$ cat src/logic/mz_bus_pkg.sv
package mz_bus_pkg;

  // ----------------------------------------
  // Bus geometry
  // ----------------------------------------
  localparam int addr_w      = 24;             // Mezzanine address lines
  localparam int data_w      = 32;             // Shared data bus
  localparam int lanes       = 4;              // Byte enables per word
  localparam int lane_w      = data_w / lanes; // Bits per byte lane
  localparam int ram_words   = 512;            // Buffer depth
  localparam int word_idx_w  = 9;              // log2 of buffer depth
  localparam int sync_stages = 2;              // Strobe synchronizer flops

  // DIP switch byte, copied once per lane on buffer reads
  localparam int dip_w = 8;

  // ----------------------------------------
  // Access FSM state codes
  // ----------------------------------------
  localparam int st_w = 4;
  localparam logic [st_w-1:0] st_idle      = 4'd0;  // Wait for strobe
  localparam logic [st_w-1:0] st_latch     = 4'd1;  // Grab address and rw
  localparam logic [st_w-1:0] st_access    = 4'd2;  // Reg write, RAM write or read issue
  localparam logic [st_w-1:0] st_capture   = 4'd3;  // Plain read capture
  localparam logic [st_w-1:0] st_sum_rd_a  = 4'd4;  // Read first addend
  localparam logic [st_w-1:0] st_sum_cap_a = 4'd5;
  localparam logic [st_w-1:0] st_sum_rd_b  = 4'd6;  // Read second addend
  localparam logic [st_w-1:0] st_sum_cap_b = 4'd7;
  localparam logic [st_w-1:0] st_sum       = 4'd8;  // Load the sum
  localparam logic [st_w-1:0] st_ack       = 4'd9;  // Raise dtack
  localparam logic [st_w-1:0] st_hold      = 4'd10; // Wait for strobe release

  // One latched address, seen as register offset or buffer word
  typedef union packed {
    struct packed {
      logic [addr_w-17:0] upper;    // Bits 23:16
      logic [3:0]         block;    // Bits 15:12, zero for registers
      logic [3:0]         unused;   // Bits 11:8
      logic [7:0]         offset;   // Register byte offset
    } regv;
    struct packed {
      logic [addr_w-word_idx_w-3:0] upper;    // Bits 23:11
      logic [word_idx_w-1:0]        word_idx; // Bits 10:2
      logic [1:0]                   byte_sel; // Byte within word
    } bufv;
  } bus_addr_u;

endpackage

$ cat src/logic/vd_regs_pkg.sv
package vd_regs_pkg;

  // ----------------------------------------
  // Decoder parameter block
  // ----------------------------------------
  localparam logic [3:0] reg_block = 4'h0;  // Address bits 15:12 of the block

  localparam int reg_count = 10;                 // Mapped registers
  localparam int reg_idx_w = $clog2(reg_count);  // Index into register file

  // Byte offsets within the block
  localparam logic [7:0] off_run    = 8'h00;  // Run control, low byte on LEDs
  localparam logic [7:0] off_ncs    = 8'h10;  // Coding scheme
  localparam logic [7:0] off_nct    = 8'h14;  // Channel type
  localparam logic [7:0] off_n1     = 8'h18;
  localparam logic [7:0] off_n2     = 8'h1C;
  localparam logic [7:0] off_nnobpa = 8'h20;  // Out bits, part A
  localparam logic [7:0] off_nnobpb = 8'h24;  // Out bits, part B
  localparam logic [7:0] off_pppa   = 8'h28;  // Puncture pattern, part A
  localparam logic [7:0] off_pppb   = 8'h2C;  // Puncture pattern, part B
  localparam logic [7:0] off_lvl    = 8'h30;  // Level

  // ----------------------------------------
  // Sum read
  // ----------------------------------------
  // A read of the trigger word returns word a plus word b
  localparam int sum_trigger_idx = 0;
  localparam int sum_idx_a       = 1;
  localparam int sum_idx_b       = 2;

endpackage

$ cat src/logic/ctrl_regs.sv
`timescale 1ns/100ps

module ctrl_regs
  import mz_bus_pkg::*;
  import vd_regs_pkg::*;
(
  input  logic              clk,
  input  logic              rst_n,
  input  logic              reg_wr_en,
  input  logic [7:0]        reg_offset,
  input  logic [data_w-1:0] wr_data,
  output logic [data_w-1:0] reg_rdata,
  output logic [7:0]        run_led
);

  logic [data_w-1:0]    regs [reg_count];  // Parameter registers
  logic [reg_idx_w-1:0] sel_idx;
  logic                 sel_hit;           // Offset is mapped

  // ----------------------------------------
  // Offset decode
  // ----------------------------------------
  always_comb begin
    sel_hit = 1'b1;
    case (reg_offset)
      off_run:    sel_idx = reg_idx_w'(0);  // Run register sits at index 0
      off_ncs:    sel_idx = reg_idx_w'(1);
      off_nct:    sel_idx = reg_idx_w'(2);
      off_n1:     sel_idx = reg_idx_w'(3);
      off_n2:     sel_idx = reg_idx_w'(4);
      off_nnobpa: sel_idx = reg_idx_w'(5);
      off_nnobpb: sel_idx = reg_idx_w'(6);
      off_pppa:   sel_idx = reg_idx_w'(7);
      off_pppb:   sel_idx = reg_idx_w'(8);
      off_lvl:    sel_idx = reg_idx_w'(9);
      default: begin
        sel_hit = 1'b0;                     // Hole in the map
        sel_idx = '0;
      end
    endcase
  end

  always_ff @(posedge clk or negedge rst_n) begin
    if (!rst_n) begin
      for (int i = 0; i < reg_count; i++) begin
        regs[i] <= '0;
      end
    end else if (reg_wr_en && sel_hit) begin
      regs[sel_idx] <= wr_data;
    end
  end

  // Unmapped offsets read as zero
  assign reg_rdata = sel_hit ? regs[sel_idx] : '0;

  assign run_led = regs[0][7:0];  // Low byte of run

endmodule

$ cat config.mk
export PLATFORM = sky130hd
export DESIGN_NAME = ctrl_regs
export DESIGN_NICKNAME = d
export VERILOG_FILES = /design/src/logic/mz_bus_pkg.sv /design/src/logic/vd_regs_pkg.sv /design/src/logic/ctrl_regs.sv
export SDC_FILE = /design/constraint.sdc
export NUM_CORES = 1
export LEC_CHECK = 0
export ABC_AREA = 1
export BUFFER_PORTS_ARGS = -buffer_cell sky130_fd_sc_hd__buf_2
export CORE_ASPECT_RATIO = 0.7
export CORE_MARGIN = 5
export CORE_UTILIZATION = 60
export DETAILED_ROUTE_END_ITERATION = 6
export GPL_TIMING_DRIVEN = 0
export PLACE_DENSITY = 0.77
export SLEW_MARGIN = 15
export SYNTH_ARGS = -nofsm -noshare
export SYNTH_HDL_FRONTEND = slang
export SYNTH_SLANG_ARGS = --single-unit
$ cat constraint.sdc
create_clock -name clk -period 3.78 [get_ports clk]
set_clock_uncertainty 0.2 [all_clocks]
set_input_delay 0.378 -clock clk [delete_from_list [all_inputs] [get_ports clk]]
set_output_delay 0.378 -clock clk [all_outputs]
set_load 0.02 [all_outputs]
==> results.ini <==
[grt]
overflow = 0
grt.total_usage_pct = 33.9
grt_max_degree = 107
grt_pass1_wl_mm = 75.0
use_met2_pct = 47.8
grt_antenna_before_repair = 0
busiest_layer = met1
use_met3_pct = 9.46
grt_pass1_vias = 13282
grt_util_met1_pct = 52.9

[clocking]
cts.sinks = 320
clk_latency_ns = 0.55
cts_buffers = 30
h-tree-depth = 1
clock_path_buffers = 3
cts_tree = built
cts_resized = 0
clk_pin_slew_worst_paths_ns = 0.06
clk_root_buffer_cell = clkbuf_16

[sta]
grt_setup_unrepaired = false
timing.fmax_mhz = 278
post-route-period-util_pct = 95.0
timing.final.max_slew_violations = 0
worstMarginPinSlew_ns = 0.840
min_period_ns = 3.59
report.final.hold_viol_count = 0
setup_violations = 0
slew_headroom_pct = 43.6

[routing]
first_pass_iters = 6
ant_nets = 0
vias_per_cell = 5.78
drc_errors = 0
wl_per_cell_um = 19.3
drtIter0Drc = 1814
vias = 14334
drt-total-wl_mm = 47.9

[floorplan]
dieWidth_um = 199
row_count = 48
initial_core_util_pct = 61.1
die_area_sq_um = 28400
io_pins = 83
core-area_sq_um = 24700
die_h_um = 143

[synth]
synth_top_area_cell = dfrtp_1
yosysSeqAreaShare_pct = 53.1
syn-instance-count = 1980
synth.most_common_cell = nand2_1
yosys_warnings = 0
synthTopCellsByCount = 661 x nand2_1, 320 x dfrtp_1, 198 x nor2_1
postSynthNetCount = 2023
synth_area_sq_um = 15100
synth_ff_type = dfrtp_1
syn_avg_cell_area_sq_um = 7.61
synth_cell_types = 23
synth_edf_count = 0
yosysTopAreaCellShare_pct = 53.1
async_flop_share_pct = 100
yosys-top-cells-area = dfrtp_1 53%, nand2_1 16%, o21ai_1 6.5%
ys_seq_elements = 320

[place]
dp_hpwl_mm = 35.2
gp_congestion = 0.952
io_buffers = 82
dpl.cell_count = 2390
placed_area_sq_um = 16000

[setup_path]
endpoint_kind = output port
start_kind = primary input
path_max_fanout = 10
critPathArrivalTime_ns = 3.01
required_ns = 3.20
worstSetupPathType = primary input to output port

[layout]
drive_gt1_share_pct = 10.6
finalInstanceArea_sq_um = 17300
layoutNonFillerInstCount = 2478
n_antenna_cell = 0
fin_nets = 2173
synthToLayoutAreaGrowth_pct = 14.8
fill_cells = 1972

[outcome]
status = complete, no violations

[power]
vdd_ir_drop_max_v = 0.000341
power.leakage_nw = 8.81
p_per_area_nw_per_um2 = 439

[min_path]
hold_class = primary input to flip-flop

[run]
maxCapViolCount = 0

-- through the flow --
stage / hold slack (ns) / worst slack, ns / setup TNS, ns / util [%] / total power [mW]
final: 0.128 / 0.188 / 0 / 70.1 / 7.60
after global routing: 0.162 / 0.0828 / 0 / 70.1 / 7.84
after floorplan: -0.118 / 1.28 / 0 / - / 4.10
after CTS: 0.112 / 0.277 / 0 / 70.1 / 7.57
after global placement: 0.266 / -3.93 / -1240.55 / 64.4 / 4.48
after detailed placement: 0.134 / 0.288 / 0 / 64.8 / 4.51
-- metal layers --
metal / vias up / share of wire (%) / routed length [um]
met2: 951 / 41 / 19500
met4: 0 / 2.1 / 984
li1: 6522 / - / -
met5: - / 0 / 0
met3: 80 / 14 / 6600
met1: 6781 / 43 / 20800
-- final timing paths --
kind	startpoint	endpoint	slack, ns	depth (start not counted)
max	reg_offset[1]	reg_rdata[22]	0.19	14
min	reg_wr_en	regs[187]$_DFFE_PN0P_	0.13	4
max reg2reg	regs[179]$_DFFE_PN0P_	regs[179]$_DFFE_PN0P_	2.83	2
min reg2reg	regs[247]$_DFFE_PN0P_	regs[247]$_DFFE_PN0P_	0.29	2
max in group asynchronous	rst_n	regs[273]$_DFFE_PN0P_	2.00	4
min in group asynchronous	rst_n	regs[58]$_DFFE_PN0P_	0.16	2
-- registers in the layout, indices dropped and copies added, names as in the netlist --
register	flops
regs	312
run_led	8
-- layout by cell type (no fill, tap or decap), types with 5 or more instances in the layout --
master         count
nand3_1           40
a21oi_1           62
clkbuf_16         31
nor2_1           198
clkbuf_8          10
buf_4              8
dlygate4sd3_1     33
buf_2            140
nand2_1          661
o21ai_0          188
inv_2             10
inv_1            160
o21ai_1          196
clkbuf_1          63
nand2_2            5
dfrtp_1          320
-- power breakdown --
group	total (mW)	switching (mW)	internal, mW
combinational	0.911	0.636	0.275
sequential	3.61	0.0728	3.54
clock	3.07	1.31	1.76
total	7.60	2.02	5.58
-- critical path, stage by stage --
cell and delay (ns):
buf_2 0.11, nor2_4 0.23, nand3_1 0.22, nand2_1 0.15, nand2_1 0.34, nand3_2 0.27, buf_2 0.29, nor2_1 0.07
nor2_1 0.20, nand2_1 0.09, nand2_1 0.11, nand2_1 0.12, nor2_1 0.21, buf_2 0.22
-- final cells by class --
| cell class | instances | area [sq um] | share of cell area [%] |
|---|---|---|---|
| Sequential cell | 320 | 8010 | 46.3 |
| Multi-Input combinational cell | 1367 | 5860 | 33.9 |
| Clock buffer | 50 | 947 | 5.47 |
| Timing Repair Buffer | 118 | 833 | 4.81 |
| Inverter | 170 | 638 | 3.69 |
| Buffer | 123 | 566 | 3.27 |
| Tap cell | 325 | 407 | 2.35 |
| Clock inverter | 5 | 50.0 | 0.289 |
-- logic make-up (layout without fill, tap and decap cells) --
logic type | after synthesis | after routing | share of synthesized area (%)
buf+inv | 293 | 466 | 7.98
flops | 320 | 320 | 53.1
compound gates | 447 | 447 | 14.9
simple gates | 920 | 920 | 24.0
-- timing repair --
item	CTS	global route
hold buffers	33	0
endpoints found under the hold margin	208	0
buffers inserted	0	0
Power figures use the tool's default switching activity.
