<file path="src/logic/mz_bus_pkg.sv">
package mz_bus_pkg;

  // ----------------------------------------
  // Bus geometry
  // ----------------------------------------
  localparam int addr_w      = 24;             // Mezzanine address lines
  localparam int data_w      = 32;             // Shared data bus
  localparam int lanes       = 4;              // Byte enables per word
  localparam int lane_w      = data_w / lanes; // Bits per byte lane
  localparam int ram_words   = 512;            // Buffer depth
  localparam int word_idx_w  = 9;              // log2 of buffer depth
  localparam int sync_stages = 2;              // Strobe synchronizer flops

  // DIP switch byte, copied once per lane on buffer reads
  localparam int dip_w = 8;

  // ----------------------------------------
  // Access FSM state codes
  // ----------------------------------------
  localparam int st_w = 4;
  localparam logic [st_w-1:0] st_idle      = 4'd0;  // Wait for strobe
  localparam logic [st_w-1:0] st_latch     = 4'd1;  // Grab address and rw
  localparam logic [st_w-1:0] st_access    = 4'd2;  // Reg write, RAM write or read issue
  localparam logic [st_w-1:0] st_capture   = 4'd3;  // Plain read capture
  localparam logic [st_w-1:0] st_sum_rd_a  = 4'd4;  // Read first addend
  localparam logic [st_w-1:0] st_sum_cap_a = 4'd5;
  localparam logic [st_w-1:0] st_sum_rd_b  = 4'd6;  // Read second addend
  localparam logic [st_w-1:0] st_sum_cap_b = 4'd7;
  localparam logic [st_w-1:0] st_sum       = 4'd8;  // Load the sum
  localparam logic [st_w-1:0] st_ack       = 4'd9;  // Raise dtack
  localparam logic [st_w-1:0] st_hold      = 4'd10; // Wait for strobe release

  // One latched address, seen as register offset or buffer word
  typedef union packed {
    struct packed {
      logic [addr_w-17:0] upper;    // Bits 23:16
      logic [3:0]         block;    // Bits 15:12, zero for registers
      logic [3:0]         unused;   // Bits 11:8
      logic [7:0]         offset;   // Register byte offset
    } regv;
    struct packed {
      logic [addr_w-word_idx_w-3:0] upper;    // Bits 23:11
      logic [word_idx_w-1:0]        word_idx; // Bits 10:2
      logic [1:0]                   byte_sel; // Byte within word
    } bufv;
  } bus_addr_u;

endpackage

</file>
<file path="src/logic/vd_regs_pkg.sv">
package vd_regs_pkg;

  // ----------------------------------------
  // Decoder parameter block
  // ----------------------------------------
  localparam logic [3:0] reg_block = 4'h0;  // Address bits 15:12 of the block

  localparam int reg_count = 10;                 // Mapped registers
  localparam int reg_idx_w = $clog2(reg_count);  // Index into register file

  // Byte offsets within the block
  localparam logic [7:0] off_run    = 8'h00;  // Run control, low byte on LEDs
  localparam logic [7:0] off_ncs    = 8'h10;  // Coding scheme
  localparam logic [7:0] off_nct    = 8'h14;  // Channel type
  localparam logic [7:0] off_n1     = 8'h18;
  localparam logic [7:0] off_n2     = 8'h1C;
  localparam logic [7:0] off_nnobpa = 8'h20;  // Out bits, part A
  localparam logic [7:0] off_nnobpb = 8'h24;  // Out bits, part B
  localparam logic [7:0] off_pppa   = 8'h28;  // Puncture pattern, part A
  localparam logic [7:0] off_pppb   = 8'h2C;  // Puncture pattern, part B
  localparam logic [7:0] off_lvl    = 8'h30;  // Level

  // ----------------------------------------
  // Sum read
  // ----------------------------------------
  // A read of the trigger word returns word a plus word b
  localparam int sum_trigger_idx = 0;
  localparam int sum_idx_a       = 1;
  localparam int sum_idx_b       = 2;

endpackage

</file>
<file path="src/logic/mz_bus_ctrl.sv">
`timescale 1ns/100ps

module mz_bus_ctrl
  import mz_bus_pkg::*;
  import vd_regs_pkg::*;
(
  input  logic                  clk,
  input  logic                  rst_n,
  input  logic [addr_w-1:0]     bus_addr,
  input  logic                  as,           // Async strobe from the CPLD
  input  logic                  rw,           // High for read
  input  logic [lanes-1:0]      byte_n,       // Active low lane enables
  output logic                  dtack,
  output logic                  reg_wr_en,
  output logic [7:0]            reg_offset,
  output logic                  ram_en,
  output logic [lanes-1:0]      ram_we,
  output logic [word_idx_w-1:0] ram_word_idx,
  output logic                  cap_reg,
  output logic                  cap_ram,
  output logic                  cap_op_a,
  output logic                  cap_op_b,
  output logic                  cap_sum
);

  logic [sync_stages-1:0] as_sync;   // Strobe synchronizer chain
  logic                   as_det;    // Qualified strobe
  logic [st_w-1:0]        state;
  bus_addr_u              addr_q;    // Latched address
  logic                   rw_q;
  logic [lanes-1:0]       byte_n_q;
  logic                   is_reg;    // Register block selected
  logic                   is_sum;    // Read of the sum trigger word

  // ----------------------------------------
  // Strobe synchronizer
  // ----------------------------------------
  always_ff @(posedge clk or negedge rst_n) begin
    if (!rst_n) begin
      as_sync <= '0;
    end else begin
      as_sync <= {as_sync[sync_stages-2:0], as};  // Shift in live pin
    end
  end

  // All stages high plus live pin, so release is seen at once
  assign as_det = (&as_sync) && as;

  // Address and direction held for the whole access
  always_ff @(posedge clk) begin
    if (state == st_latch) begin
      addr_q   <= bus_addr;
      rw_q     <= rw;
      byte_n_q <= byte_n;
    end
  end

  // Region from the register view, trigger from the buffer view
  assign is_reg = (addr_q.regv.block == reg_block);
  assign is_sum = !is_reg && rw_q &&
                  (addr_q.bufv.word_idx == word_idx_w'(sum_trigger_idx));

  assign reg_offset = addr_q.regv.offset;

  // ----------------------------------------
  // Access FSM
  // ----------------------------------------
  always_ff @(posedge clk or negedge rst_n) begin
    if (!rst_n) begin
      state <= st_idle;
      dtack <= 1'b0;
    end else begin
      case (state)
        st_idle: begin
          if (as_det) state <= st_latch;
        end
        st_latch:  state <= st_access;
        st_access: begin
          if (is_sum) begin
            state <= st_sum_rd_a;       // Word 0 read turns into a sum
          end else if (rw_q) begin
            state <= st_capture;
          end else begin
            state <= st_ack;            // Writes are done in one cycle
          end
        end
        st_capture:   state <= st_ack;
        st_sum_rd_a:  state <= st_sum_cap_a;
        st_sum_cap_a: state <= st_sum_rd_b;
        st_sum_rd_b:  state <= st_sum_cap_b;
        st_sum_cap_b: state <= st_sum;
        st_sum:       state <= st_ack;
        st_ack: begin
          dtack <= 1'b1;
          state <= st_hold;
        end
        st_hold: begin
          if (!as_det) begin            // Master released the strobe
            dtack <= 1'b0;
            state <= st_idle;
          end
        end
        default: state <= st_idle;
      endcase
    end
  end

  // Strobes decoded from state, one cycle each
  always_comb begin
    reg_wr_en    = 1'b0;
    ram_en       = 1'b0;
    ram_we       = '0;
    ram_word_idx = addr_q.bufv.word_idx;
    cap_reg      = 1'b0;
    cap_ram      = 1'b0;
    cap_op_a     = 1'b0;
    cap_op_b     = 1'b0;
    cap_sum      = 1'b0;
    case (state)
      st_access: begin
        if (is_reg) begin
          reg_wr_en = !rw_q;            // Register read needs no strobe here
        end else if (!is_sum) begin
          ram_en = 1'b1;
          ram_we = rw_q ? '0 : ~byte_n_q;
        end
      end
      st_capture: begin
        cap_reg = is_reg;
        cap_ram = !is_reg;
      end
      st_sum_rd_a: begin
        ram_en       = 1'b1;
        ram_word_idx = word_idx_w'(sum_idx_a);
      end
      st_sum_cap_a: cap_op_a = 1'b1;
      st_sum_rd_b: begin
        ram_en       = 1'b1;
        ram_word_idx = word_idx_w'(sum_idx_b);
      end
      st_sum_cap_b: cap_op_b = 1'b1;
      st_sum:       cap_sum  = 1'b1;
      default: ;
    endcase
  end

endmodule

</file>
<file path="config.mk">
export PLATFORM = sky130hd
export DESIGN_NAME = mz_bus_ctrl
export DESIGN_NICKNAME = d
export VERILOG_FILES = /design/src/logic/mz_bus_pkg.sv /design/src/logic/vd_regs_pkg.sv /design/src/logic/mz_bus_ctrl.sv
export SDC_FILE = /design/constraint.sdc
export NUM_CORES = 1
export LEC_CHECK = 0
export BUFFER_PORTS_ARGS = -buffer_cell sky130_fd_sc_hd__buf_2
export CAP_MARGIN = 15
export CORE_MARGIN = 4
export CORE_UTILIZATION = 40
export DETAILED_ROUTE_END_ITERATION = 16
export PLACE_DENSITY_LB_ADDON = 0.3
export SLEW_MARGIN = 5
export SYNTH_ARGS = -nofsm -noshare
export SYNTH_HDL_FRONTEND = slang
export SYNTH_SLANG_ARGS = --single-unit
</file>
<file path="constraint.sdc">
create_clock -name clk -period 2.5 [get_ports clk]
set_input_delay 0.5 -clock clk [delete_from_list [all_inputs] [get_ports clk]]
set_output_delay 0.5 -clock clk [all_outputs]
set_load 0.005 [all_outputs]
</file>
==> reports/qor.csv, run 1 <==
metric,value,unit
gp_congestion,0.759,
cp.arrival,1840,ps
cp-end-kind,output port,
fin_nets,180,
synth_top_family_by_area,simple AND/OR/NAND/NOR gates,
avgSynthCellArea,12.3,µm²
syn_to_final_growth,22.9,%
rsz0062_at_grt,false,
ys_ff_latch,27,
io_buffers,51,
fin_tns_setup,0,ps
skew,5.57,ps
diodes,0,
netlist_instances,100,
via_per_inst,4.99,
ff2ff_setup_slack,900,ps
initialDrtViolationCount,19,
crit_family,simple AND/OR/NAND/NOR gates,
fin_ws,155,ps
grt_max_degree,21,
setup_viol,0,
r2r_start,state[1]$_DFFE_PN0P_,
finalCritPeriodShare,93.8,%
outcome,finished clean,
max_clock_freq,426,MHz
initial_core_util,43.0,%
num_vias,888,
crit_chain,or4_1 -> and4_1 -> o31ai_1 -> buf_2,
drc,0,
drive_gt1_share,45.6,%
fin_area,1510,µm²
critPathMaxStageDelay,580,ps
crit_required,2000,ps
clk_pin_slew,130,ps
cp-start-kind,register,
netlist_area,1230,µm²
critical_path.max_fanout,4,
synth_fa_ha_area_share,0,%
clock-sinks,27,
hold_viol,0,
die-height,63.4,µm
firstDrtPassIters,4,
cts_buffer_depth,2,
grt_overflow,0,
clk_latency,320,ps
worst-path-buf-inv,1,
multiInputGateArea,365,µm²
placed_area,1460,µm²
r2r-end,byte_n_q[2]$_DFFE_PP_,
synthSimpleGateAreaFrac,21.6,%
dieArea,4020,µm²
ir_worst_vdd,0.422,mV
crit_type,register to output port,
hold_path.class,input port to register,
grt_usage,12.6,%
num_rows,19,
yosys_warnings,0,
r2r_cells,4,
crit_slowest_cell,or4_1,
antenna_found_initial,0,
final_max_slew_viol_count,0,
cts_tree,built,
p_leak,0.650,nW
cts_root_buf,clkbuf_4,
worstMarginPinSlew,549,ps
postLayoutCoreUtil,52.9,%
postRouteWirelength,2330,µm
die_x,63.4,µm
worstHoldStart,as,
pre_cts_slack,449,ps
regArea,778,µm²
yosys-mux-area-fraction,0.917,%
synth_seq_area_share,63.2,%
cts-buffers-inserted,3,
finalCriticalPeriod,2340,ps
synth_xor_area_share,0,%
p_per_area,867,nW/µm²
synth_compound_area_share,6.83,%
maxCapViolations,0,
grt_pass1_vias,875,
syn_nets,132,
hold_depth,1,
htreeDepth,1,
grt_pass1_wl,3970,µm
relSlewSlack,63.1,%
hold_end,as_sync[0]$_DFF_PN0_,
yosysUniqueCellTypes,33,
stdcell_count,178,
drtAntennaViolNets,0,
dpl.cell_count,172,
fillers,256,
io_pins,61,
dpl.hpwl,1840,µm
wl_per_cell,13.1,µm
core_area,2850,µm²
[stage by stage]
step           total power [mW]  hold slack (ps)
2_1_floorplan              1.00              204
3_3_place_gp               1.12              344
3_5_place_dp               1.13              345
4_1_cts                    1.32              293
5_1_grt                    1.41              296
6_report                   1.31              310
[routing by layer]
metal | vias to the layer above | part of all wire (%) | routed length, µm | global-route usage (%)
met5 | - | 0 | 0 | 0
met4 | 0 | 0.86 | 20 | 5.66
met3 | 2 | 8.5 | 198 | 3.73
met2 | 29 | 50 | 1160 | 21.0
met1 | 406 | 41 | 955 | 14.9
li1 | 451 | - | - | -
[layout make-up]
cell class | count | share of cell area (%)
clock buffer | 3 | 1.49
clock inverter | 1 | 0.332
inverter | 1 | 0.249
multi-input combinational | 59 | 24.2
sequential | 27 | 51.6
tap | 31 | 2.57
timing repair buffer | 56 | 19.6
[worst reg2reg max path, stage by stage, from the launching register on]
cell and delay [ps]:
dfrtp_1 430, buf_4 180, or2b_1 290, nor3_2 110, buf_4 280
[synth_stat cells]
cell type | count | area [µm²]
a21oi_1 | 2 | 10.0
a221oi_1 | 1 | 8.76
a31oi_1 | 1 | 6.26
and2_1 | 8 | 50.1
and3_1 | 1 | 6.26
and4_1 | 1 | 8.76
buf_2 | 1 | 5.00
buf_4 | 8 | 60.1
buf_6 | 1 | 11.3
clkbuf_1 | 3 | 11.3
dfrtp_1 | 7 | 175
edfxtp_1 | 20 | 601
inv_1 | 1 | 3.75
mux2_2 | 1 | 11.3
nand2_1 | 5 | 18.8
nand2b_1 | 1 | 6.26
nand2b_4 | 1 | 13.8
nand3_1 | 3 | 15.0
nand3b_1 | 1 | 7.51
nor2_1 | 9 | 33.8
nor3_1 | 4 | 20.0
nor3b_1 | 1 | 7.51
nor4_1 | 4 | 25.0
nor4b_1 | 1 | 8.76
o21ai_0 | 4 | 20.0
o22ai_1 | 1 | 6.26
o2bb2ai_1 | 1 | 8.76
o31a_1 | 1 | 8.76
o31ai_1 | 2 | 15.0
or2_2 | 1 | 6.26
or2b_1 | 1 | 7.51
or3_4 | 2 | 22.5
or4_1 | 1 | 7.51
[cell usage in the layout, fill, tap and decap left out, types with 3 or more instances in the layout]
cell      netlist  layout
and2_1          8       8
nand3_1         3       3
edfxtp_1       20      20
clkbuf_4        0       3
dfrtp_1         7       5
nor4_1          4       4
o21ai_0         4       4
nor3_1          4       3
nor2_1          9       9
buf_4           8       4
nand2_1         5       5
buf_2           1      51
[sequential cells by signal, indices dropped and copies added (netlist names)]
register,cells
addr_q,15
byte_n_q,4
state,4
as_sync,2
dtack,1
rw_q,1
[cell families (layout without fill, tap and decap cells)]
| kind of cell | Yosys count | in the layout |
|---|---|---|
| simple gates | 45 | 45 |
| mux | 1 | 1 |
| buf+inv | 14 | 61 |
| compound gates | 13 | 13 |
| flops | 27 | 27 |
[worst max path at each step]
stage                               from             endpoint  slack (ps)  cells after the start
finish              addr_q[13]$_DFFE_PP_               ram_en         160                      4
global route        state[0]$_DFFE_PN0P_            ram_we[0]          40                      5
CTS                 state[0]$_DFFE_PN0P_            ram_we[1]          60                      5
detailed placement  state[0]$_DFFE_PN0P_            ram_we[1]         450                      5
global placement    state[0]$_DFFE_PN0P_            ram_we[1]         430                      5
floorplan           state[0]$_DFFE_PN0P_  addr_q[0]$_DFFE_PP_         580                      3
[where the power goes]
part	leakage [nW]	internal [mW]	switching (mW)
logic	0.363	0.201	0.214
clock network	0.0177	0.0598	0.122
registers	0.269	0.634	0.0772
[repair_timing]
action                                  CTS  global route
hold buffers                              1             0
buffers inserted                          0             1
endpoints found under the setup margin    0             4
hold endpoints to repair                  7             0
resized for setup                         0             2
(Power assumes the default switching activity.)
==> run 2, diff against run 1 <==
--- a/config.mk
+++ b/config.mk
@@ -8,7 +8,8 @@
 export BUFFER_PORTS_ARGS = -buffer_cell sky130_fd_sc_hd__buf_2
 export CAP_MARGIN = 15
 export CORE_MARGIN = 4
-export CORE_UTILIZATION = 40
+export CORE_UTILIZATION = 33
+export CTS_CLUSTER_DIAMETER = 80
 export DETAILED_ROUTE_END_ITERATION = 16
 export PLACE_DENSITY_LB_ADDON = 0.3
 export SLEW_MARGIN = 5
==> run 2 against run 1 <==
Effect of this change: sequential cell count stayed put; clock power is 33% higher; clock skew is 2.7 ps lower; maximum frequency is 2.1% lower; combinational power is 9.9% lower; via count is 0.68% lower; register-to-register slack hardly changed; cell area is 0.66% higher; cell count is 6.7% higher; critical path depth is 1 higher; highest routed layer unchanged.
==> reports/qor.csv, run 2 (same netlist as run 1, synthesis figures left out) <==
metric,value,unit,change
worstMarginPinSlew,459,ps,-89.7 ps
r2r_start,state[1]$_DFFE_PN0P_,,
cts_setup_buffers,0,,unchanged
skew,2.85,ps,-2.72 ps
p_leak,0.647,nW,-0.54%
critical_path.max_fanout,10,,+6
power_frac_seq,54.5,%,about the same
hold_path.class,input port to asynchronous set/reset pin,,
grt_pass1_vias,924,,+5.6%
p_switching,0.426,mW,+3.2%
die_x,69.0,µm,+8.8%
drive_gt1_share,43.8,%,-1.8 points
drc,0,,unchanged
wl_per_cell,13.4,µm,+2.2%
cts_buffer_depth,2,,unchanged
fin_area,1520,µm²,+0.66%
rsz0062_at_grt,false,,
outcome,finished clean,,
crit_required,2000,ps,about the same
cts_hold_buf,0,,-1
hold_viol,0,,unchanged
max_clock_freq,417,MHz,-2.1%
critPathLaunch,state[0]$_DFFE_PN0P_,,
syn_to_final_growth,23.8,%,
finalCriticalPeriod,2400,ps,+50.4 ps
relSlewSlack,69.1,%,+6.0 points
io_buffers,51,,unchanged
internal-power,0.926,mW,+3.5%
initialDrtViolationCount,33,,+14
dpl.hpwl,1960,µm,+6.5%
via_per_inst,4.64,,-6.9%
cts-resized-gates,0,,unchanged
maxCapViolations,0,,unchanged
ff2ff_setup_slack,910,ps,about the same
htreeDepth,1,,unchanged
cp-start-kind,register,,
die-height,69.0,µm,+8.8%
reg.largest.list,"addr_q (15), byte_n_q (4), state (4)",,
gp_congestion,0.725,,-4.5%
io_pins,61,,unchanged
final_max_slew_viol_count,0,,unchanged
finalCritPeriodShare,95.8,%,+2.0 points
cts_tree,built,,
clk_pin_slew,90,ps,-40 ps
clk_latency,270,ps,-50 ps
cts-buffers-inserted,3,,unchanged
antenna_found_initial,0,,unchanged
largest_register_ffs,15,,unchanged
cp-end-kind,output port,,
grt_max_degree,21,,unchanged
num_rows,21,,+2
num_vias,882,,-0.68%
cp.arrival,1900,ps,+60 ps
placed_area,1470,µm²,+0.77%
switching_share,31.5,%,-0.061 points
combPwrFrac,27.6,%,-4.1 points
ir_worst_vdd,0.273,mV,-35%
diodes,0,,unchanged
grt_overflow,0,,unchanged
dieArea,4760,µm²,+18%
final_common_cell,buf_2,,
clock-sinks,27,,unchanged
initial_core_util,35.4,%,-7.6 points
drtAntennaViolNets,0,,unchanged
fin_nets,177,,-1.7%
setup_viol,0,,unchanged
grt_usage,11.8,%,-0.78 points
power.share.clock,17.9,%,+4.0 points
grt_pass1_wl,4110,µm,+3.5%
core_area,3470,µm²,+22%
layout_common_cells,"buf_2, edfxtp_1, nor2_1, and2_1, dfrtp_1",,
postRouteWirelength,2540,µm,+9.1%
firstDrtPassIters,3,,-1
cts_root_buf,clkbuf_8,,
p_per_area,890,nW/µm²,+2.7%
crit_type,register to output port,,
regMostFlops,addr_q,,
fin_tns_setup,0,ps,unchanged
[run 2: changes by cell type in the layout (fill, tap and decap cells not counted), sizes merged]
| cell | change |
|---|---|
| buf | -2 |
| dlygate4sd3 | -1 |
[run 2: final cells by class]
class	instances	area, µm²
sequential	27	776
clock inverter	1	5.00
multi-input combinational	59	365
inverter	1	3.75
fill	354	1950
timing repair buffer	53	270
tap	46	57.6
clock buffer	3	41.3
[run 2: power groups by stage]
stage	Combinational [mW]	Clock [mW]	Sequential, mW
after floorplan	0.304	0	0.699
after global placement	0.379	0	0.737
after detailed placement	0.384	0	0.749
after CTS	0.386	0.250	0.738
after global routing	0.424	0.268	0.758
final	0.374	0.242	0.737
[run 2: worst max-delay path: stages, from the launching register on]
cell and delay, ps:
dfrtp_1 500, nand2b_4 190, or3_4 340, or3_4 360
nor2_1 120, buf_2 120
[run 2: metrics by stage]
step / power, mW / setup WS [ps] / cells / utilization [%] / hold slack [ps]
floorplan: 1.00 / 582 / 100 / - / 204
global placement: 1.12 / 440 / 186 / 42.5 / 342
detailed placement: 1.13 / 421 / 186 / 42.5 / 343
CTS: 1.37 / 110 / 190 / 43.8 / 46.6
global route: 1.45 / 16.2 / 190 / 43.8 / 46.6
finish: 1.35 / 105 / 190 / 43.8 / 46.1
[run 2: routing by layer]
layer	wire, µm	share of wire (%)	track usage [%]	up-vias
li1	-	-	-	445
met5	0	0	0	-
met2	1210	48	19.9	27
met1	1120	44	14.2	408
met4	17	0.67	4.38	0
met3	195	7.7	3.57	2
[run 2: final timing paths]
kind | endpoint | depth (start not counted)
worst max-delay path | ram_we[1] | 5
worst min-delay path | state[1]$_DFFE_PN0P_ | 1
worst max register to register | rw_q$_DFFE_PP_ | 4
worst min register to register | as_sync[1]$_DFF_PN0_ | 0
max in group asynchronous | as_sync[1]$_DFF_PN0_ | 1
min in group clk | as_sync[0]$_DFF_PN0_ | 1
