$ cat src/logic/mz_bus_pkg.sv
package mz_bus_pkg;

  // ----------------------------------------
  // Bus geometry
  // ----------------------------------------
  localparam int addr_w      = 24;             // Mezzanine address lines
  localparam int data_w      = 32;             // Shared data bus
  localparam int lanes       = 4;              // Byte enables per word
  localparam int lane_w      = data_w / lanes; // Bits per byte lane
  localparam int ram_words   = 512;            // Buffer depth
  localparam int word_idx_w  = 9;              // log2 of buffer depth
  localparam int sync_stages = 2;              // Strobe synchronizer flops

  // DIP switch byte, copied once per lane on buffer reads
  localparam int dip_w = 8;

  // ----------------------------------------
  // Access FSM state codes
  // ----------------------------------------
  localparam int st_w = 4;
  localparam logic [st_w-1:0] st_idle      = 4'd0;  // Wait for strobe
  localparam logic [st_w-1:0] st_latch     = 4'd1;  // Grab address and rw
  localparam logic [st_w-1:0] st_access    = 4'd2;  // Reg write, RAM write or read issue
  localparam logic [st_w-1:0] st_capture   = 4'd3;  // Plain read capture
  localparam logic [st_w-1:0] st_sum_rd_a  = 4'd4;  // Read first addend
  localparam logic [st_w-1:0] st_sum_cap_a = 4'd5;
  localparam logic [st_w-1:0] st_sum_rd_b  = 4'd6;  // Read second addend
  localparam logic [st_w-1:0] st_sum_cap_b = 4'd7;
  localparam logic [st_w-1:0] st_sum       = 4'd8;  // Load the sum
  localparam logic [st_w-1:0] st_ack       = 4'd9;  // Raise dtack
  localparam logic [st_w-1:0] st_hold      = 4'd10; // Wait for strobe release

  // One latched address, seen as register offset or buffer word
  typedef union packed {
    struct packed {
      logic [addr_w-17:0] upper;    // Bits 23:16
      logic [3:0]         block;    // Bits 15:12, zero for registers
      logic [3:0]         unused;   // Bits 11:8
      logic [7:0]         offset;   // Register byte offset
    } regv;
    struct packed {
      logic [addr_w-word_idx_w-3:0] upper;    // Bits 23:11
      logic [word_idx_w-1:0]        word_idx; // Bits 10:2
      logic [1:0]                   byte_sel; // Byte within word
    } bufv;
  } bus_addr_u;

endpackage

$ cat src/logic/readback_unit.sv
`timescale 1ns/100ps

module readback_unit
  import mz_bus_pkg::*;
(
  input  logic              clk,
  input  logic              rst_n,
  input  logic              cap_reg,    // Take register readback
  input  logic              cap_ram,    // Take RAM word with DIP OR
  input  logic              cap_op_a,   // Load first addend
  input  logic              cap_op_b,   // Load second addend
  input  logic              cap_sum,    // Load the sum
  input  logic [data_w-1:0] reg_rdata,
  input  logic [data_w-1:0] ram_rdata,
  input  logic [dip_w-1:0]  dip_sw,
  output logic [data_w-1:0] rd_data
);

  logic [data_w-1:0] op_a;      // Raw RAM word, no DIP OR
  logic [data_w-1:0] op_b;
  logic [data_w-1:0] dip_word;  // Switch byte in every lane
  logic [data_w-1:0] sum;

  assign dip_word = {lanes{dip_sw}};

  // Wraps modulo 2^32, carry dropped
  assign sum = op_a + op_b;

  // ----------------------------------------
  // Sum operands
  // ----------------------------------------
  always_ff @(posedge clk) begin
    if (cap_op_a) begin
      op_a <= ram_rdata;
    end
    if (cap_op_b) begin
      op_b <= ram_rdata;
    end
  end

  // ----------------------------------------
  // Read data register
  // ----------------------------------------
  // Only one capture strobe is high in any cycle
  always_ff @(posedge clk or negedge rst_n) begin
    if (!rst_n) begin
      rd_data <= '0;
    end else if (cap_reg) begin
      rd_data <= reg_rdata;             // Register value as stored
    end else if (cap_ram) begin
      rd_data <= ram_rdata | dip_word;  // Buffer word with switches
    end else if (cap_sum) begin
      rd_data <= sum;
    end
  end

endmodule

$ cat config.mk
export PLATFORM = sky130hd
export DESIGN_NAME = readback_unit
export DESIGN_NICKNAME = d
export VERILOG_FILES = /design/src/logic/mz_bus_pkg.sv /design/src/logic/readback_unit.sv
export SDC_FILE = /design/constraint.sdc
export NUM_CORES = 1
export LEC_CHECK = 0
export BUFFER_PORTS_ARGS = -buffer_cell sky130_fd_sc_hd__clkbuf_2
export CAP_MARGIN = 10
export CORE_UTILIZATION = 30
export CTS_CLUSTER_DIAMETER = 40
export DETAILED_ROUTE_END_ITERATION = 8
export GPL_TIMING_DRIVEN = 0
export SKIP_CTS_REPAIR_TIMING = 1
export SLEW_MARGIN = 10
export SYNTH_ARGS = -nofsm -noshare
export SYNTH_HDL_FRONTEND = slang
export SYNTH_SLANG_ARGS = --single-unit
$ cat constraint.sdc
create_clock -name clk -period 2.5 [get_ports clk]
set_input_delay 0.25 -clock clk [delete_from_list [all_inputs] [get_ports clk]]
set_output_delay 0.25 -clock clk [all_outputs]
set_load 0.05 [all_outputs]
==> results of run 1 <==
[worst paths after layout]
check | endpoint | cells after the start
max | rd_data[30] | 10
min | rd_data[28] | 1
max reg2reg | rd_data[30] | 10
min reg2reg | rd_data[5] | 2
max in group asynchronous | rd_data[11] | 1
min in group clk | op_a[30] | 1
[power by group]
group	leakage, uW	internal [uW]	switching (uW)
logic	0.00166	597	997
registers	0.000995	1870	90.4
clock network	0.000141	775	624
total	0.00280	3240	1710
[metrics by stage]
step	setup WS, ns	cells	TNS (ns)
after CTS	-0.3310	872	-2.947
after detailed placement	-0.3119	856	-2.994
after global placement	-0.3588	856	-2.822
after floorplan	-0.07763	522	-0.07763
after global routing	-0.3851	877	-2.372
final	-0.2856	877	-1.361
[critical path: stages (launching register included)]
cell	delay, ns
sky130_fd_sc_hd__edfxtp_1	0.42
sky130_fd_sc_hd__ha_4	0.19
sky130_fd_sc_hd__fa_2	0.36
sky130_fd_sc_hd__a21o_1	0.18
sky130_fd_sc_hd__a221o_1	0.33
sky130_fd_sc_hd__a31oi_1	0.20
sky130_fd_sc_hd__o21bai_4	0.19
sky130_fd_sc_hd__o31a_4	0.20
sky130_fd_sc_hd__o211ai_2	0.09
sky130_fd_sc_hd__a2111o_1	0.36
sky130_fd_sc_hd__and3_1	0.14
[metal layers]
layer	routed length, um	vias to the layer above
met5	0	-
met4	366	0
met3	1363	27
met2	7734	197
met1	8324	2320
li1	-	2244
[sequential cells by signal, indices dropped and copies added, names as in the netlist]
register,flops
op_a,32
rd_data,32
op_b,32
[layout by cell type (no fill, tap or decap), types with 15 or more instances in the layout]
| cell | netlist | routed |
|---|---|---|
| sky130_fd_sc_hd__a21o_1 | 20 | 20 |
| sky130_fd_sc_hd__a21oi_1 | 57 | 48 |
| sky130_fd_sc_hd__clkbuf_1 | 26 | 20 |
| sky130_fd_sc_hd__clkbuf_2 | 0 | 109 |
| sky130_fd_sc_hd__dfrtp_1 | 32 | 32 |
| sky130_fd_sc_hd__edfxtp_1 | 64 | 64 |
| sky130_fd_sc_hd__ha_1 | 31 | 16 |
| sky130_fd_sc_hd__nand2_1 | 41 | 41 |
| sky130_fd_sc_hd__nor2_1 | 33 | 32 |
| sky130_fd_sc_hd__o21ai_0 | 30 | 26 |
| sky130_fd_sc_hd__o22ai_1 | 27 | 24 |
| sky130_fd_sc_hd__xnor2_1 | 17 | 15 |
[final cells by class]
cell class,count,area share
multi-input combinational,392,0.4127
timing repair buffer,120,0.09170
clock inverter,7,0.01053
tap,225,0.04086
inverter,6,0.003269
buffer,22,0.01307
clock buffer,9,0.03269
sequential,96,0.3951
[kinds of logic after synthesis]
| family | synth area share |
|---|---|
| compound gates | 0.2325 |
| xor+xnor | 0.04498 |
| fa+ha+maj | 0.07482 |
| buf+inv | 0.02479 |
| flops | 0.4994 |
| mux | 0.005738 |
| simple gates | 0.1177 |
==> results.toml, run 1 <==
[yosys]
count_of_flip_flops_with_a_built_in_enable_after_synthesis = 64
syn-cell-area_um2 = 5451
postSynthAreaPerCell_um2 = 10.44
synth_area_leaders = "sky130_fd_sc_hd__edfxtp_1 35%, sky130_fd_sc_hd__dfrtp_1 15%, sky130_fd_sc_hd__ha_1 7.1%, sky130_fd_sc_hd__a21oi_1 5.2%, sky130_fd_sc_hd__o22ai_1 3.1%"
mappedNetlistNets = 633
synth_seq_area_share = 0.4994
synth_cell_types = 55
synth.ff_latch_count = 96
yosys.area.top_type = "sky130_fd_sc_hd__edfxtp_1"
synth_most_common_cell = "sky130_fd_sc_hd__edfxtp_1"
postSynth.asyncResetShare = 0.3333
synth.yosys.warnings = 0
synth_common_cells = "64 x sky130_fd_sc_hd__edfxtp_1, 57 x sky130_fd_sc_hd__a21oi_1, 41 x sky130_fd_sc_hd__nand2_1, 33 x sky130_fd_sc_hd__nor2_1, 32 x sky130_fd_sc_hd__dfrtp_1"
ys.flop_type = "sky130_fd_sc_hd__edfxtp_1"
synth_top_area_frac = 0.3525
postSynthCellCount = 522

[cells_and_area]
final_nets = 758
layout_cell_share_with_drive_strength_beyond_1 = 0.2837
postLayoutCoreUtil = 0.3929
postLayoutCellArea_um2 = 6890
area_growth_pct = 26.39
sequential_cell_area_um2 = 2723
multi_input_comb_area_um2 = 2844
fillCellCount = 1778
antenna_cells_inserted = 0

[global_route]
globalRoute.busiestLayer = "met2"
grt_remaining_overflow = 0
grt_first_pass_wirelength_um = 26520
maximum_number_of_pins_on_one_net_before_global_route_repair = 33
grt.met1_usage = 0.2746
antenna_found_initial = 0
use_met2 = 0.2989
first_global_vias = 4559
met3_usage = 0.03815
grtUsageTotal = 0.1955

[setup_path]
timing.critical_path.required_ns = 2.75
timing_worst_setup_path_type = "reg2reg"
worstPathArrival_ns = 3.04
critical_path.reg2reg.startpoint = "op_b[0]"
start_kind = "flip-flop"
worstSetupStartpoint = "op_b[0]"
worstSetupEndpointType = "flip-flop"
critical_path.max_fanout = 5
reg2reg_setup_slack_ns = -0.29

[clock_tree]
cts_tree = "built"
clk-insertion-delay-late_ns = 0.36
clockBufferDepth = 2
clock-root-buffer = "sky130_fd_sc_hd__clkbuf_16"
post_cts_clock_slew_at_the_launch_and_capture_registers_of_the_worst_setup_and_hold_paths_ns = 0.07
cts.sinks = 96
cts_htree_levels = 3
cts-buffers-inserted = 9

[route]
vias_per_cell = 5.460
finalWirelength_um = 17790
detail_route.wl_per_cell_um = 20.28
drc = 0
antenna_violating_nets_post_route = 0
via_count = 4788
dr.first_iter.drc_count = 396
drt_pass1_iterations = 5

[place]
placedInstanceArea_um2 = 6284
io_buffer_count = 109
finalWeightedCongestion = 0.8533
post-dp-hpwl_um = 13190

[floorplanning]
die_area_um2 = 18710
fp.coreArea_um2 = 17540
die-width_um = 136.8
core.rowCount = 48
pin_count = 111
chipHeight_um = 136.8
start_util = 0.3109

[sta]
timing_hold_violations_final = 0
setup_viol = 10
hold-worst-slack_ns = 0.03540
max_slew_margin = 0.3173
final_clock_skew_ns = 0.01112
period_minus_slack_ns = 2.786
report.final.slew_viol_count = 0
post-route-worst-setup-slack_ns = -0.2856
fmaxAchievable_mhz = 359.0
final.period_utilization = 1.114
tightestPinTransition_ns = 1.024
unrepaired_setup_endpoints_after_global_routing = "true"

[pwr]
total_power_uw = 4950
power.density_nw_per_um2 = 718.4
leakagePower_uw = 0.002800
vdd_drop_max_uv = 364.4

[run_status]
failed_checks = "negative setup slack"
outcome = "complete, but fails checks"

[flow_run]
max_cap_violations = 0

[hold_path]
timing.hold.worst.class = "in2async"
No activity file was read; power rests on OpenSTA's default activity.
==> run 2, diff against run 1 <==
Settings changed: CORE_ASPECT_RATIO set to 1.75.
==> run 2 against run 1 <==
  * Largest power group unchanged
  * Routed wire length up 2.9%
  * Non-clock buffer count up 1
  * Combinational power about the same
  * Critical path depth unchanged
  * Design area about the same
  * The run still ends with negative setup slack left
  * Register-to-register slack about the same
  * Clock skew up 0.0023 ns
  * Critical endpoint unchanged
  * Flip-flop and latch count unchanged
==> results.toml, run 2 (synthesis results as in run 1) <==
[run_status]
outcome = "complete, but fails checks"
failed_checks = "negative setup slack"

[floorplanning]
chipHeight_um = 180.3
die-width_um = 103.9
start_util = 0.3094
pin_count = 111
core.rowCount = 64
die_area_um2 = 18740
fp.coreArea_um2 = 17620

[sta]
period_minus_slack_ns = 2.798
final_clock_skew_ns = 0.01344
post-route-worst-setup-slack_ns = -0.2981
unrepaired_setup_endpoints_after_global_routing = "true"
setup_viol = 8
final.period_utilization = 1.119
max_slew_margin = 0.2907
fmaxAchievable_mhz = 357.4
report.final.slew_viol_count = 0
timing_hold_violations_final = 0
tightestPinTransition_ns = 1.064

[hold_path]
timing.hold.worst.class = "in2async"

[setup_path]
timing_worst_setup_path_type = "reg2reg"
critical_path.slowest_cell = "sky130_fd_sc_hd__edfxtp_1"
timing.critical_path.required_ns = 2.74
worstSetupEndpointType = "flip-flop"
critical_path.max_fanout = 6
worstPathArrival_ns = 3.04
cell_chain_critical_path = "ha_4 > fa_2 > a21o_1 > a221o_1 > a31oi_1 > o21bai_4 > o31a_4 > o211ai_2 > a2111o_1 > and3_1"
start_kind = "flip-flop"
critical-path-max-stage-delay_ns = 0.42

[cells_and_area]
antenna_cells_inserted = 0
final_common_cell = "sky130_fd_sc_hd__clkbuf_2"
area_growth_pct = 26.28
final_nets = 759
largest_registers = "op_a (32), op_b (32), rd_data (32)"
layout_cell_share_with_drive_strength_beyond_1 = 0.2665
instances_no_fill = 884
final_cell_mix = "109 x sky130_fd_sc_hd__clkbuf_2, 64 x sky130_fd_sc_hd__edfxtp_1, 51 x sky130_fd_sc_hd__a21oi_1"
fillCellCount = 1792
postLayoutCellArea_um2 = 6884

[route]
dr.first_iter.drc_count = 281
vias_per_cell = 5.466
detail_route.wl_per_cell_um = 20.70
drc = 0
finalWirelength_um = 18300
antenna_violating_nets_post_route = 0
via_count = 4832
drt_pass1_iterations = 6

[clock_tree]
cts_tree = "built"
clk-insertion-delay-late_ns = 0.36
cts-buffers-inserted = 9
cts_htree_levels = 3
post_cts_clock_slew_at_the_launch_and_capture_registers_of_the_worst_setup_and_hold_paths_ns = 0.07
cts.sinks = 96
clockBufferDepth = 2
clock-root-buffer = "sky130_fd_sc_hd__clkbuf_16"

[place]
placedCellCount = 862
placement.setup.worst_slack_ns = -0.2987
io_buffer_count = 109
finalWeightedCongestion = 0.8784
placedInstanceArea_um2 = 6291
post-dp-hpwl_um = 13810

[pwr]
total_power_uw = 5121
leakagePower_uw = 0.002798
vdd_drop_max_uv = 288.5
power.density_nw_per_um2 = 743.9

[global_route]
grtUsageTotal = 0.1944
grt_first_pass_wirelength_um = 27060
first_global_vias = 4706
grt_remaining_overflow = 0
maximum_number_of_pins_on_one_net_before_global_route_repair = 33
antenna_found_initial = 0

[flow_run]
max_cap_violations = 0
[run 2: cell types whose count changed in the layout (fill, tap and decap cells not counted), moves of 2 or more]
| cell | change |
|---|---|
| sky130_fd_sc_hd__clkinv_4 | -2 |
| sky130_fd_sc_hd__a21oi_1 | +3 |
| sky130_fd_sc_hd__clkbuf_1 | +2 |
| sky130_fd_sc_hd__a31oi_2 | -2 |
| sky130_fd_sc_hd__bufinv_16 | +2 |
| sky130_fd_sc_hd__a21oi_2 | -3 |
| sky130_fd_sc_hd__o22ai_2 | -3 |
| sky130_fd_sc_hd__o21ai_1 | +2 |
| sky130_fd_sc_hd__o22ai_1 | +2 |
[run 2: worst paths after layout]
| check | from | endpoint | slack, ns | depth (start not counted) |
|---|---|---|---|---|
| max | op_a[0] | rd_data[30] | -0.30 | 10 |
| min | rst_n | rd_data[18] | 0.03 | 1 |
| max reg2reg | op_a[0] | rd_data[30] | -0.30 | 10 |
| min reg2reg | rd_data[5] | rd_data[5] | 0.49 | 2 |
| max in group asynchronous | rst_n | rd_data[8] | 1.85 | 1 |
| min in group clk | ram_rdata[9] | op_a[9] | 0.10 | 1 |
[run 2: metal layers]
layer / share of wire / track usage
met4: 0.044 / 0.1006
met5: 0 / 0
met3: 0.046 / 0.02604
met1: 0.39 / 0.2193
met2: 0.52 / 0.3531
[run 2: worst max-delay path, delay by kind of cell, from the launching register on]
kind,cells,cell delay (ns)
AOI/OAI and AO/OA,7,1.59
adders and majority gates,2,0.53
and+or+nand+nor,1,0.15
DFF,1,0.42
[run 2: final cells by class]
type / count / area, um2 / area share
buffer: 24 / 97.59 / 0.01418
timing repair buffer: 119 / 620.6 / 0.09015
tap: 231 / 289.0 / 0.04198
clock inverter: 7 / 118.9 / 0.01727
multi-input combinational: 392 / 2788 / 0.4049
sequential: 96 / 2723 / 0.3955
inverter: 6 / 22.52 / 0.003272
clock buffer: 9 / 225.2 / 0.03272
[run 2: where the power goes]
group          switching [uW]  internal, uW  total (uW)
Clock                     613           979        1590
Combinational            1000           576        1580
Sequential               83.5          1870        1950
[run 2: per-stage QoR]
stage	TNS, ns	hold slack, ns	util
after detailed placement	-2.802	0.4500	0.3571
after global placement	-2.737	0.4562	0.3571
after CTS	-2.975	0.08588	0.3766
final	-1.152	0.02742	0.3908
after floorplan	-0.07763	-0.04559	-
after global routing	-2.111	0.1036	0.3908
==> run 3, diff against run 2 <==
--- a/config.mk
+++ b/config.mk
@@ -14,2 +14,3 @@
 export GPL_TIMING_DRIVEN = 0
+export MAX_ROUTING_LAYER = met4
 export SKIP_CTS_REPAIR_TIMING = 1
==> constraint.sdc (replaced) <==
create_clock -name clk -period 2.5 [get_ports clk]
set_input_delay 0.125 -clock clk [delete_from_list [all_inputs] [get_ports clk]]
set_output_delay 0.125 -clock clk [all_outputs]
set_load 0.05 [all_outputs]
==> run 3 against run 2 <==
  * The run ends with negative hold slack, negative setup slack left
  * Clock power is essentially flat
  * Clock-buffer cell count stayed put
  * Design area rose by 3.5%
  * Register-to-register slack gained 0.04 ns
  * Sequential share of layout area shrank 1.3 points
  * Setup slack improved by 0.041 ns
  * Combinational power rose by 3%
  * Clock skew down 0.0026 ns
  * Final cell count increased by 1.9%
  * Global-route usage up 0.60 points
  * Die area did not move
  * Largest cell class unchanged
==> results.toml, run 3 (synthesis results as in run 1) <==
[run_status]
outcome = "complete, but fails checks"
failed_checks = "negative hold slack, negative setup slack"

[setup_path]
critical_path.reg2reg.startpoint = "op_b[0]"
reg2reg_to = "rd_data[30]"
critical_path.max_fanout = 6
timing.critical_path.required_ns = 2.74
cpLargestDelayFamily = "compound AO/OA/AOI/OAI gates"
path_buf_inv = 0
critical-path-max-stage-delay_ns = 0.41
worstSetupEndpointType = "flip-flop"
critical_path.slowest_cell = "sky130_fd_sc_hd__edfxtp_1"
reg2reg_setup_slack_ns = -0.26
start_kind = "flip-flop"
worst_r2r_path_depth = 10
cell_chain_critical_path = "ha_4 > fa_2 > a21o_1 > a221o_1 > a31oi_1 > o21bai_4 > o31a_4 > o211ai_2 > a2111o_1 > and3_1"
worstPathArrival_ns = 3.00
timing_worst_setup_path_type = "reg2reg"

[clock_tree]
clk-insertion-delay-late_ns = 0.35
cts_tree = "built"
cts.sinks = 96
cts_htree_levels = 3
post_cts_clock_slew_at_the_launch_and_capture_registers_of_the_worst_setup_and_hold_paths_ns = 0.07
clockBufferDepth = 2
cts-buffers-inserted = 9
clock-root-buffer = "sky130_fd_sc_hd__clkbuf_16"

[sta]
hold-worst-slack_ns = -0.01979
timing_hold_violations_final = 3
tightestPinTransition_ns = 1.066
report.final.slew_viol_count = 0
unrepaired_setup_endpoints_after_global_routing = "true"
final.period_utilization = 1.103
fmaxAchievable_mhz = 362.7
period_minus_slack_ns = 2.757
post-route-worst-setup-slack_ns = -0.2572
setup_viol = 8
max_slew_margin = 0.2891
final_clock_skew_ns = 0.01087

[global_route]
grt_first_pass_wirelength_um = 27070
antenna_found_initial = 1
globalRoute.busiestLayer = "met2"
grt_remaining_overflow = 0
use_met2 = 0.3523
grt.met1_usage = 0.2216
met3_usage = 0.02423
maximum_number_of_pins_on_one_net_before_global_route_repair = 33
grtUsageTotal = 0.2004
first_global_vias = 4706

[pwr]
vdd_drop_max_uv = 299.5
leakagePower_uw = 0.002893
power.density_nw_per_um2 = 726.3
total_power_uw = 5175

[cells_and_area]
final_cell_mix = "110 x sky130_fd_sc_hd__clkbuf_2, 64 x sky130_fd_sc_hd__edfxtp_1, 50 x sky130_fd_sc_hd__a21oi_1"
final_nets = 775
area_growth_pct = 30.69
layout_cell_share_with_drive_strength_beyond_1 = 0.2676
postLayoutCoreUtil = 0.4044
final_common_cell = "sky130_fd_sc_hd__clkbuf_2"
largest_registers = "op_a (32), op_b (32), rd_data (32)"

[route]
detail_route.wl_per_cell_um = 20.55
antenna_violating_nets_post_route = 0
drc = 0
via_count = 4873
finalWirelength_um = 18510
drt_pass1_iterations = 4
vias_per_cell = 5.408
dr.first_iter.drc_count = 234

[floorplanning]
start_util = 0.3094
die-width_um = 103.9
core.rowCount = 64
die_area_um2 = 18740
chipHeight_um = 180.3
pin_count = 111
fp.coreArea_um2 = 17620

[hold_path]
holdPathStages = 3
timing.hold.worst.class = "in2reg"
hold-path-endpoint = "rd_data[11]"
hp-start = "reg_rdata[11]"

[place]
finalWeightedCongestion = 0.8929
io_buffer_count = 109
post-dp-hpwl_um = 13810

[flow_run]
max_cap_violations = 0
-- run 3: cell types whose count changed in the layout (fill, tap and decap cells not counted), moves of 3 or more --
cell,previous run,this run
sky130_fd_sc_hd__ha_4,7,11
sky130_fd_sc_hd__clkbuf_1,22,19
sky130_fd_sc_hd__ha_2,7,4
sky130_fd_sc_hd__dlygate4sd3_1,0,18
-- run 3: power breakdown --
group          internal, uW  switching [uW]
sequential             1870            89.3
clock                   979             607
combinational           617            1020
total                  3460            1710
-- run 3: worst max path at each step --
stage	from	endpoint	slack [ns]	depth (start not counted)
after global routing	op_b[0]	rd_data[30]	-0.34	10
after detailed placement	op_b[0]	rd_data[30]	-0.30	10
after global placement	op_b[0]	rd_data[30]	-0.31	10
final	op_b[0]	rd_data[30]	-0.26	10
after CTS	op_b[0]	rd_data[30]	-0.32	10
after floorplan	op_b[0]	rd_data[30]	-0.08	10
-- run 3: final cells by class --
class / instances / area, um2
Inverter: 6 / 22.52
Multi-Input combinational cell: 392 / 2851
Buffer: 22 / 91.34
Fill cell: 1756 / 10490
Tap cell: 231 / 289.0
Clock inverter: 7 / 118.9
Sequential cell: 96 / 2723
Clock buffer: 9 / 225.2
Timing Repair Buffer: 137 / 800.8
Antenna cell: 1 / 2.502
-- run 3: through the flow --
step / hold slack (ns) / instance area (um2) / instances / setup TNS (ns) / setup WS, ns
floorplan: -0.1706 / 5456 / 522 / -0.07763 / -0.07763
global placement: 0.3312 / 6291 / 862 / -2.576 / -0.3061
detailed placement: 0.3250 / 6291 / 862 / -2.646 / -0.2987
CTS: -0.03912 / 6635 / 878 / -2.975 / -0.3243
global route: 0.0004761 / 7124 / 901 / -1.986 / -0.3423
finish: -0.01979 / 7124 / 901 / -1.033 / -0.2572
-- run 3: tightest hold or removal path: stages --
cell and delay [ns]:
sky130_fd_sc_hd__clkbuf_2 0.08, sky130_fd_sc_hd__nand2_1 0.04, sky130_fd_sc_hd__o21ai_0 0.06
-- run 3: routing by layer --
layer  vias up  part of all wire  wire, um
li1       2280                 -         -
met1      2383              0.39      7296
met2       167              0.52      9586
met3        43             0.043       797
met4         0             0.045       833
met5         -                 0         0
